[src/hw/static_cfg.svh]
`ifndef STATIC_CFG_SVH
`define STATIC_CFG_SVH

// ----------------------------------------------------------------------
// Bus and DMA widths
// ----------------------------------------------------------------------
`define AXIL_DATA_BITS 64
`define AXIL_ADDR_BITS 7       // 16 registers of 8 bytes
`define ADDR_LSB       3       // Byte offset inside a word
`define PADDR_BITS     48
`define LEN_BITS       28

`define PR_QDEPTH      16      // PR request queue entries

// Probe and configuration values
`define PROBE_ID       64'h0000_0000_5EA1_C0DE
`define N_CHAN_VAL     3
`define N_REGIONS_VAL  1

// ----------------------------------------------------------------------
// Register map (word indices)
// ----------------------------------------------------------------------
`define PROBE_REG      0
`define N_CHAN_REG     1
`define N_REGIONS_REG  2
`define LOWSPEED_REG   8
`define PR_CTRL_REG    10      // Self clearing
`define PR_STAT_REG    11
`define PR_ADDR_REG    12
`define PR_LEN_REG     13

`define LOWSPEED_RST   6'h3F

`endif

[src/hw/static_pkg.sv]
`default_nettype none

`include "static_cfg.svh"

package static_pkg;

  // Register word, seen either raw or as PR control fields
  typedef union packed {
    logic [`AXIL_DATA_BITS-1:0] raw;
    struct packed {
      logic [`AXIL_DATA_BITS-4:0] rsvd;
      logic clr;    // Clear sticky done
      logic ctl;
      logic start;
    } f;
  } pr_ctrl_u;

endpackage

`default_nettype wire

[src/hw/pr_req_if.sv]
`timescale 1ns/1ns
`default_nettype none

`include "static_cfg.svh"

// One PR DMA read request, valid/ready handshake
interface pr_req_if;
  logic                   valid;
  logic                   ready;
  logic                   ctl;
  logic [`PADDR_BITS-1:0] paddr;
  logic [`LEN_BITS-1:0]   len;

  modport src (
    output valid, ctl, paddr, len,
    input  ready
  );

  modport snk (
    input  valid, ctl, paddr, len,
    output ready
  );
endinterface

`default_nettype wire

[src/hw/cnfg_regfile.sv]
`timescale 1ns/1ns
`default_nettype none

`include "static_cfg.svh"

module cnfg_regfile (
  input  logic                        aclk,
  input  logic                        aresetn,
  input  logic                        dma_done,

  input  logic [`AXIL_ADDR_BITS-1:0]  awaddr,
  input  logic                        awvalid,
  output logic                        awready,
  input  logic [`AXIL_DATA_BITS-1:0]  wdata,
  input  logic [`AXIL_DATA_BITS/8-1:0] wstrb,
  input  logic                        wvalid,
  output logic                        wready,
  output logic [1:0]                  bresp,
  output logic                        bvalid,
  input  logic                        bready,
  input  logic [`AXIL_ADDR_BITS-1:0]  araddr,
  input  logic                        arvalid,
  output logic                        arready,
  output logic [`AXIL_DATA_BITS-1:0]  rdata,
  output logic [1:0]                  rresp,
  output logic                        rvalid,
  input  logic                        rready,

  output logic [5:0]                  lowspeed_ctrl,
  pr_req_if.src                       prod
);

  localparam int IDX_BITS = `AXIL_ADDR_BITS - `ADDR_LSB;

  logic [IDX_BITS-1:0]        aw_idx_q;
  logic [IDX_BITS-1:0]        ar_idx_q;
  logic                       aw_en_q;     // Low while a write response is pending
  logic                       wr_en;
  logic                       rd_en;
  logic [`AXIL_DATA_BITS-1:0] rd_word;

  static_pkg::pr_ctrl_u       wr_word;

  logic [5:0]                 lowspeed_q;
  logic [`AXIL_DATA_BITS-1:0] pr_addr_q;
  logic [31:0]                pr_len_q;
  logic                       pr_ctl_q;
  logic                       pr_start_q;  // One cycle request strobe
  logic                       pr_clr_q;
  logic                       pr_done_q;

  assign wr_word.raw = wdata;

  // ----------------------------------------------------------------------
  // AXI4-Lite handshake
  // ----------------------------------------------------------------------
  assign wr_en = awready && awvalid && wready && wvalid;
  assign rd_en = arready && arvalid && !rvalid;

  always_ff @(posedge aclk) begin
    if (!aresetn) begin
      awready <= 1'b0;
      wready  <= 1'b0;
      aw_en_q <= 1'b1;
      bvalid  <= 1'b0;
      arready <= 1'b0;
      rvalid  <= 1'b0;
    end else begin
      awready <= 1'b0;
      wready  <= 1'b0;
      arready <= 1'b0;
      if (!awready && awvalid && wvalid && aw_en_q) begin
        awready <= 1'b1;
        wready  <= 1'b1;
        aw_en_q <= 1'b0;
      end else if (bvalid && bready) begin
        aw_en_q <= 1'b1;
      end
      if (wr_en)
        bvalid <= 1'b1;
      else if (bready)
        bvalid <= 1'b0;
      if (!arready && arvalid && !rvalid)
        arready <= 1'b1;
      if (rd_en)
        rvalid <= 1'b1;
      else if (rready)
        rvalid <= 1'b0;
    end
  end

  always_ff @(posedge aclk) begin
    if (!awready && awvalid && wvalid && aw_en_q)
      aw_idx_q <= awaddr[`AXIL_ADDR_BITS-1:`ADDR_LSB];
    if (!arready && arvalid)
      ar_idx_q <= araddr[`AXIL_ADDR_BITS-1:`ADDR_LSB];
    if (rd_en)
      rdata <= rd_word;
  end

  assign bresp = 2'b00;  // Always OKAY
  assign rresp = 2'b00;

  // ----------------------------------------------------------------------
  // Register writes
  // ----------------------------------------------------------------------
  always_ff @(posedge aclk) begin
    if (!aresetn) begin
      lowspeed_q <= `LOWSPEED_RST;
      pr_start_q <= 1'b0;
      pr_clr_q   <= 1'b0;
      pr_done_q  <= 1'b0;
    end else begin
      pr_start_q <= 1'b0;
      pr_clr_q   <= 1'b0;
      // Clear has priority over a new done
      pr_done_q  <= pr_clr_q ? 1'b0 : (dma_done ? 1'b1 : pr_done_q);
      if (wr_en && wstrb[0]) begin
        if (aw_idx_q == IDX_BITS'(`LOWSPEED_REG))
          lowspeed_q <= wr_word.raw[5:0];
        if (aw_idx_q == IDX_BITS'(`PR_CTRL_REG)) begin
          pr_start_q <= wr_word.f.start;
          pr_clr_q   <= wr_word.f.clr;
        end
      end
    end
  end

  always_ff @(posedge aclk) begin
    if (wr_en) begin
      case (aw_idx_q)
        IDX_BITS'(`PR_CTRL_REG):
          if (wstrb[0]) pr_ctl_q <= wr_word.f.ctl;
        IDX_BITS'(`PR_ADDR_REG):
          for (int i = 0; i < `AXIL_DATA_BITS/8; i++) begin
            if (wstrb[i]) pr_addr_q[i*8 +: 8] <= wr_word.raw[i*8 +: 8];
          end
        IDX_BITS'(`PR_LEN_REG):
          for (int i = 0; i < 4; i++) begin  // Lower word only
            if (wstrb[i]) pr_len_q[i*8 +: 8] <= wr_word.raw[i*8 +: 8];
          end
        default: ;
      endcase
    end
  end

  // ----------------------------------------------------------------------
  // Read mux
  // ----------------------------------------------------------------------
  always_comb begin
    rd_word = '0;
    case (ar_idx_q)
      IDX_BITS'(`PROBE_REG):     rd_word = `PROBE_ID;
      IDX_BITS'(`N_CHAN_REG):    rd_word = `AXIL_DATA_BITS'(`N_CHAN_VAL);
      IDX_BITS'(`N_REGIONS_REG): rd_word = `AXIL_DATA_BITS'(`N_REGIONS_VAL);
      IDX_BITS'(`LOWSPEED_REG):  rd_word[5:0] = lowspeed_q;
      IDX_BITS'(`PR_STAT_REG):   rd_word[1:0] = {prod.ready, pr_done_q};
      IDX_BITS'(`PR_ADDR_REG):   rd_word = pr_addr_q;
      IDX_BITS'(`PR_LEN_REG):    rd_word[31:0] = pr_len_q;
      default: ;                 // Control and unmapped read zero
    endcase
  end

  // Request towards the queue
  assign prod.valid = pr_start_q;
  assign prod.ctl   = pr_ctl_q;
  assign prod.paddr = pr_addr_q[`PADDR_BITS-1:0];
  assign prod.len   = pr_len_q[`LEN_BITS-1:0];

  assign lowspeed_ctrl = lowspeed_q;

endmodule

`default_nettype wire

[src/hw/pr_req_queue.sv]
`timescale 1ns/1ns
`default_nettype none

`include "static_cfg.svh"

// Circular FIFO of PR requests, DEPTH is a power of two of at least 2
module pr_req_queue #(
  parameter int DEPTH = `PR_QDEPTH
) (
  input  logic  aclk,
  input  logic  aresetn,
  pr_req_if.snk in,
  pr_req_if.src out
);

  localparam int EW = 1 + `PADDR_BITS + `LEN_BITS;  // {ctl, paddr, len}
  localparam int PW = $clog2(DEPTH);
  localparam int CW = PW + 1;

  logic [EW-1:0] mem [0:DEPTH-1];
  logic [PW-1:0] wr_ptr_q;
  logic [PW-1:0] rd_ptr_q;
  logic [CW-1:0] count_q;
  logic          push;
  logic          pop;

  assign in.ready  = (count_q != CW'(DEPTH));
  assign out.valid = (count_q != '0);

  assign push = in.valid && in.ready;
  assign pop  = out.valid && out.ready;

  always_ff @(posedge aclk) begin
    if (push)
      mem[wr_ptr_q] <= {in.ctl, in.paddr, in.len};
  end

  always_ff @(posedge aclk) begin
    if (!aresetn) begin
      wr_ptr_q <= '0;
      rd_ptr_q <= '0;
      count_q  <= '0;
    end else begin
      if (push) wr_ptr_q <= wr_ptr_q + 1'b1;  // Wraps at DEPTH
      if (pop)  rd_ptr_q <= rd_ptr_q + 1'b1;
      case ({push, pop})
        2'b10:   count_q <= count_q + 1'b1;
        2'b01:   count_q <= count_q - 1'b1;
        default: ;
      endcase
    end
  end

  // Head of queue
  assign {out.ctl, out.paddr, out.len} = mem[rd_ptr_q];

endmodule

`default_nettype wire

[src/hw/pr_dma_issuer.sv]
`timescale 1ns/1ns
`default_nettype none

`include "static_cfg.svh"

module pr_dma_issuer (
  input  logic                   aclk,
  input  logic                   aresetn,
  pr_req_if.snk                  in,
  output logic                   dma_req,
  input  logic                   dma_ack,
  output logic                   dma_ctl,
  output logic [`PADDR_BITS-1:0] dma_paddr,
  output logic [`LEN_BITS-1:0]   dma_len
);

  localparam logic [1:0] S_IDLE    = 2'd0;
  localparam logic [1:0] S_REQ     = 2'd1;  // Request held until ack
  localparam logic [1:0] S_ACK_LOW = 2'd2;  // Wait for ack to drop

  logic [1:0] state_q;

  assign in.ready = (state_q == S_IDLE);
  assign dma_req  = (state_q == S_REQ);

  always_ff @(posedge aclk) begin
    if (!aresetn) begin
      state_q <= S_IDLE;
    end else begin
      case (state_q)
        S_IDLE:    if (in.valid) state_q <= S_REQ;
        S_REQ:     if (dma_ack) state_q <= S_ACK_LOW;
        S_ACK_LOW: if (!dma_ack) state_q <= S_IDLE;
        default:   state_q <= S_IDLE;
      endcase
    end
  end

  // Payload latched on accept, stable for the whole handshake
  always_ff @(posedge aclk) begin
    if (in.valid && in.ready) begin
      dma_ctl   <= in.ctl;
      dma_paddr <= in.paddr;
      dma_len   <= in.len;
    end
  end

endmodule

`default_nettype wire

[src/hw/static_slave_top.sv]
`timescale 1ns/1ns
`default_nettype none

`include "static_cfg.svh"

module static_slave_top (
  input  logic                         aclk,
  input  logic                         aresetn,

  // Host control bus
  input  logic [`AXIL_ADDR_BITS-1:0]   axil_awaddr,
  input  logic                         axil_awvalid,
  output logic                         axil_awready,
  input  logic [`AXIL_DATA_BITS-1:0]   axil_wdata,
  input  logic [`AXIL_DATA_BITS/8-1:0] axil_wstrb,
  input  logic                         axil_wvalid,
  output logic                         axil_wready,
  output logic [1:0]                   axil_bresp,
  output logic                         axil_bvalid,
  input  logic                         axil_bready,
  input  logic [`AXIL_ADDR_BITS-1:0]   axil_araddr,
  input  logic                         axil_arvalid,
  output logic                         axil_arready,
  output logic [`AXIL_DATA_BITS-1:0]   axil_rdata,
  output logic [1:0]                   axil_rresp,
  output logic                         axil_rvalid,
  input  logic                         axil_rready,

  // PR DMA engine
  output logic                         dma_req,
  input  logic                         dma_ack,
  output logic                         dma_ctl,
  output logic [`PADDR_BITS-1:0]       dma_paddr,
  output logic [`LEN_BITS-1:0]         dma_len,
  input  logic                         dma_done,

  output logic [2:0]                   lowspeed_ctrl_0,
  output logic [2:0]                   lowspeed_ctrl_1
);

  logic [5:0] lowspeed_ctrl;

  pr_req_if prod ();
  pr_req_if issue ();

  cnfg_regfile inst_regfile (
    .aclk(aclk), .aresetn(aresetn), .dma_done(dma_done),
    .awaddr(axil_awaddr), .awvalid(axil_awvalid), .awready(axil_awready),
    .wdata(axil_wdata), .wstrb(axil_wstrb), .wvalid(axil_wvalid), .wready(axil_wready),
    .bresp(axil_bresp), .bvalid(axil_bvalid), .bready(axil_bready),
    .araddr(axil_araddr), .arvalid(axil_arvalid), .arready(axil_arready),
    .rdata(axil_rdata), .rresp(axil_rresp), .rvalid(axil_rvalid), .rready(axil_rready),
    .lowspeed_ctrl(lowspeed_ctrl), .prod(prod)
  );

  pr_req_queue #(.DEPTH(`PR_QDEPTH)) inst_queue (
    .aclk(aclk), .aresetn(aresetn), .in(prod), .out(issue)
  );

  pr_dma_issuer inst_issuer (
    .aclk(aclk), .aresetn(aresetn), .in(issue),
    .dma_req(dma_req), .dma_ack(dma_ack), .dma_ctl(dma_ctl),
    .dma_paddr(dma_paddr), .dma_len(dma_len)
  );

  assign lowspeed_ctrl_0 = lowspeed_ctrl[2:0];  // Both ports share the low bits
  assign lowspeed_ctrl_1 = lowspeed_ctrl[2:0];

endmodule

`default_nettype wire

[config.mk]
export PLATFORM = sky130hd
export DESIGN_NAME = static_slave_top
export DESIGN_NICKNAME = d
export VERILOG_FILES = /design/src/hw/static_pkg.sv /design/src/hw/pr_req_if.sv /design/src/hw/cnfg_regfile.sv /design/src/hw/pr_req_queue.sv /design/src/hw/pr_dma_issuer.sv /design/src/hw/static_slave_top.sv
export VERILOG_INCLUDE_DIRS = /design/src /design/src/hw
export SDC_FILE = /design/constraint.sdc
export NUM_CORES = 1
export LEC_CHECK = 0
export BUFFER_PORTS_ARGS = -buffer_cell sky130_fd_sc_hd__buf_2
export CAP_MARGIN = 20
export CORE_MARGIN = 4
export CORE_UTILIZATION = 45
export DETAILED_ROUTE_END_ITERATION = 10
export PLACE_DENSITY = 0.6
export SYNTH_ARGS = -nofsm -noshare
export SYNTH_HDL_FRONTEND = slang
export SYNTH_SLANG_ARGS = --single-unit
[constraint.sdc]
create_clock -name aclk -period 13.1 [get_ports aclk]
set_clock_uncertainty 0.1 [all_clocks]
set_input_delay 1.31 -clock aclk [delete_from_list [all_inputs] [get_ports aclk]]
set_output_delay 1.31 -clock aclk [all_outputs]
set_load 0.02 [all_outputs]
==> metrics <==
run status=finished, final reports clean; Routed Wire Length=approximately 140 mm; total gr overflow=0; ANT nets after route=0; Ports=about 250; initial antenna violation count=16; clock tree root driver cell=clkbuf_16; routed wl met2=roughly 70 mm; Initial Util=45.5%; DR vias/cell=5.91; wire per inst=29.3 um; met3 wire len=10.8 mm; PostCTS Resize Cnt=0; M1 wire length=60.6 mm; first-pass GRT wire length=204 mm; top-area cell type share of the netlist area=78.3%; clock share of power=36.9%; hold path depth=1; all-layer global routing usage=21.6%; Placed Instances=roughly 4600; switching share of total power=25.1%; r2r setup slk=roughly 8.3 ns; CP Cell Sequence=buf_4, buf_4, buf_4, mux4_2, a22oi_1, nand2_1; Worst Hold Endpoint=inst_regfile.pr_done_q; Syn Inst Count=around 2800; CORE AREA=124000 um2; Fin. Hold Viols=0; P&R area growth vs syn=14.3%; register area share after synthesis=about four fifths; Top FF cell, synth=edfxtp_1; Switch Pwr=2.89 mW; register area=roughly 45000 um2; Inserted Clock Buffers=between 150 and 200; global placer's final weighted congestion=0.767; row count=129; Pleak=between 20 and 25 nW; class of the worst hold path=register to register; Cell Pwr Density=178 nW/um2; CTS tree=built; CTS max path bufs=3; Worst setup SP type=register; ys async rst share=0%; design internal power=8.63 mW; TritonCTS sink count=about 1500; Gate power share=14.6%; Synth area leader=edfxtp_1; Setup crit end kind=register; residual DRC count=0; hold_ws=0.278 ns; Max Freq=around 0.21 GHz; Via Count=about 29000; area of the multi-input gates=11000 um2; die span in y=between 300 and 400 um; Max IR drop VDD=0.000181 V; vias in the first global route=29000; clk_lat worst skew=0.77 ns; critical path buffer and inverter count=3; Post-Syn Area=56700 um2; die width=around 360 um; Avg Cell Area, Syn=20.3 um2; period utilization=36.6%; share of cells above drive strength 1=22.4%; r2r endpoint=inst_issuer.dma_paddr[14]; Yosys cell types=51; clock slew at reported path FFs=0.06 ns; DP Area=59800 um2; worst r2r src=inst_queue.rd_ptr_q[0]; largest net degree at the start of global routing=157; Setup TNS=0 ns; Max FO, Critical Path=just under 60; Worst path slowest cell=buf_4; maxcap violations=0; WS Path Type=register to register; CP top delay family=buffers and inverters; dpl hpwl=76.9 mm; Slew @ Worst Pin=1.14 ns; drt initial violations=2859; RSZ-0062 raised after global routing=no; # port buffers=241; top post-synthesis cells by area=edfxtp_1 78%, mux4_2 6.1%, mux2i_1 5.7%, a221oi_1 2.4%, a22oi_1 1.0%; fin nets=between 3000 and 4000; Fillers=9737; Final Instance Area=between 60000 and 70000 um2; Worst path max stage delay=0.93 ns; worst r2r path cells=6; cts hold-fix bufs=0; setup violators final=0; DR pass1 iterations=5; CP Data Arrival Time=just over 5 ns; worst endpoint required time=13.49 ns; top sig layer=met5; synth warn=0; Post-CTS Setup Bufs=0; Max-slew headroom=24.0%; HP Start=inst_regfile.pr_clr_q; die area=between 100000 and 150000 um2; minimum clock period=between 4 and 5 ns; Layout Cells excl Fill=4857; Slew Viols, Final=0; Yosys reg bits=approximately 1500; cell repeated most along the worst path=buf_4; Sequential Power Share=48.5%; Pwr Total=~12 mW; H-tree depth=4; Post-synth EDFFs=roughly 1500
-- cell usage in the layout (no fill, tap or decap), types with 40 or more instances in the layout --
master     synthesis  final
a221oi_1         154    154
clkinv_1           1     40
clkbuf_16          0    154
edfxtp_1        1478   1478
buf_4             19     65
mux2i_1          321    321
mux4_2           154    154
o21ai_0           83     83
and2_1            47     46
buf_2             66    241
nand2_1           98     98
a22oi_1           79     79
-- logic make-up after synthesis --
family | Yosys count | synth area share [%]
xor gates and xnor gates | 9 | 0.139
muxes | 491 | 12.1
and+or+nand+nor | 232 | 1.96
DFF | 1507 | 79.4
adders and majority gates | 8 | 0.177
buffers and inverters | 176 | 1.46
other | 1 | 0.00662
AOI/OAI and AO/OA | 368 | 4.78
-- power groups by stage --
stage / combinational (mW) / clock (mW) / sequential (mW)
2_1_floorplan: 1.09 / 0 / 5.77
3_3_place_gp: 1.69 / 0 / 5.69
3_5_place_dp: 1.71 / 0 / 5.69
4_1_cts: 1.72 / 4.35 / 5.59
5_1_grt: 1.81 / 4.56 / 5.60
6_report: 1.68 / 4.26 / 5.58
-- area by class of cell --
class                           instances  share of cell area [%]
Sequential cell                      1507                    69.5
Multi-Input combinational cell       1112                    17.0
Clock buffer                          184                    6.13
Tap cell                             1637                    3.16
Timing Repair Buffer                  309                    2.71
Clock inverter                         92                    1.41
Inverter                               10                  0.0696
Antenna cell                            6                  0.0232
-- how the worst max path moves through the flow --
stage / end / cells past startpoint / startpoint / slack (ns)
finish: inst_issuer.dma_paddr[14] / 6 / inst_queue.rd_ptr_q[0] / 8.31
global route: inst_issuer.dma_len[19] / 6 / inst_queue.rd_ptr_q[0] / 8.05
CTS: inst_issuer.dma_paddr[14] / 6 / inst_queue.rd_ptr_q[0] / 8.31
detailed placement: inst_issuer.dma_paddr[14] / 6 / inst_queue.rd_ptr_q[0] / 8.31
global placement: inst_issuer.dma_paddr[14] / 6 / inst_queue.rd_ptr_q[0] / 8.33
floorplan: inst_queue.mem[0][0] / 7 / inst_queue.count_q[2] / 6.18
-- state kept, by name, indices dropped and copies added (netlist names), 2 cells and up --
register and count:
inst_queue.mem 1232, inst_regfile.pr_addr_q 64, inst_regfile.rdata 64, inst_issuer.dma_paddr 48
inst_regfile.pr_len_q 32, inst_issuer.dma_len 28, inst_regfile.lowspeed_ctrl 6, inst_queue.count_q 5
inst_queue.rd_ptr_q 4, inst_queue.wr_ptr_q 4, inst_regfile.ar_idx_q 4, inst_regfile.aw_idx_q 4
inst_issuer.state_q 2
-- per-layer routing --
metal  up-vias  global-route usage [%]
li1      12200                       -
met1     15200                    30.6
met2      1126                    34.6
met3       216                    4.11
met4         6                    5.73
met5         -                       0
-- per-stage QoR --
step           setup WS [ns]  util [%]
2_1_floorplan           6.18         -
3_3_place_gp            8.33      48.1
3_5_place_dp            8.31      48.1
4_1_cts                 8.31      52.0
5_1_grt                 8.05      52.0
6_report                8.31      52.0
-- synth_stat cells, drive strengths merged (11+ instances only) --
library cell	number
a21oi	26
a221oi	154
a22o	14
a22oi	79
and2	47
buf	92
clkbuf	74
dfxtp	29
edfxtp	1478
mux2	16
mux2i	321
mux4	154
nand2	98
nor2	43
nor3	11
o21ai	84
No activity file was read; power rests on OpenSTA's default activity.
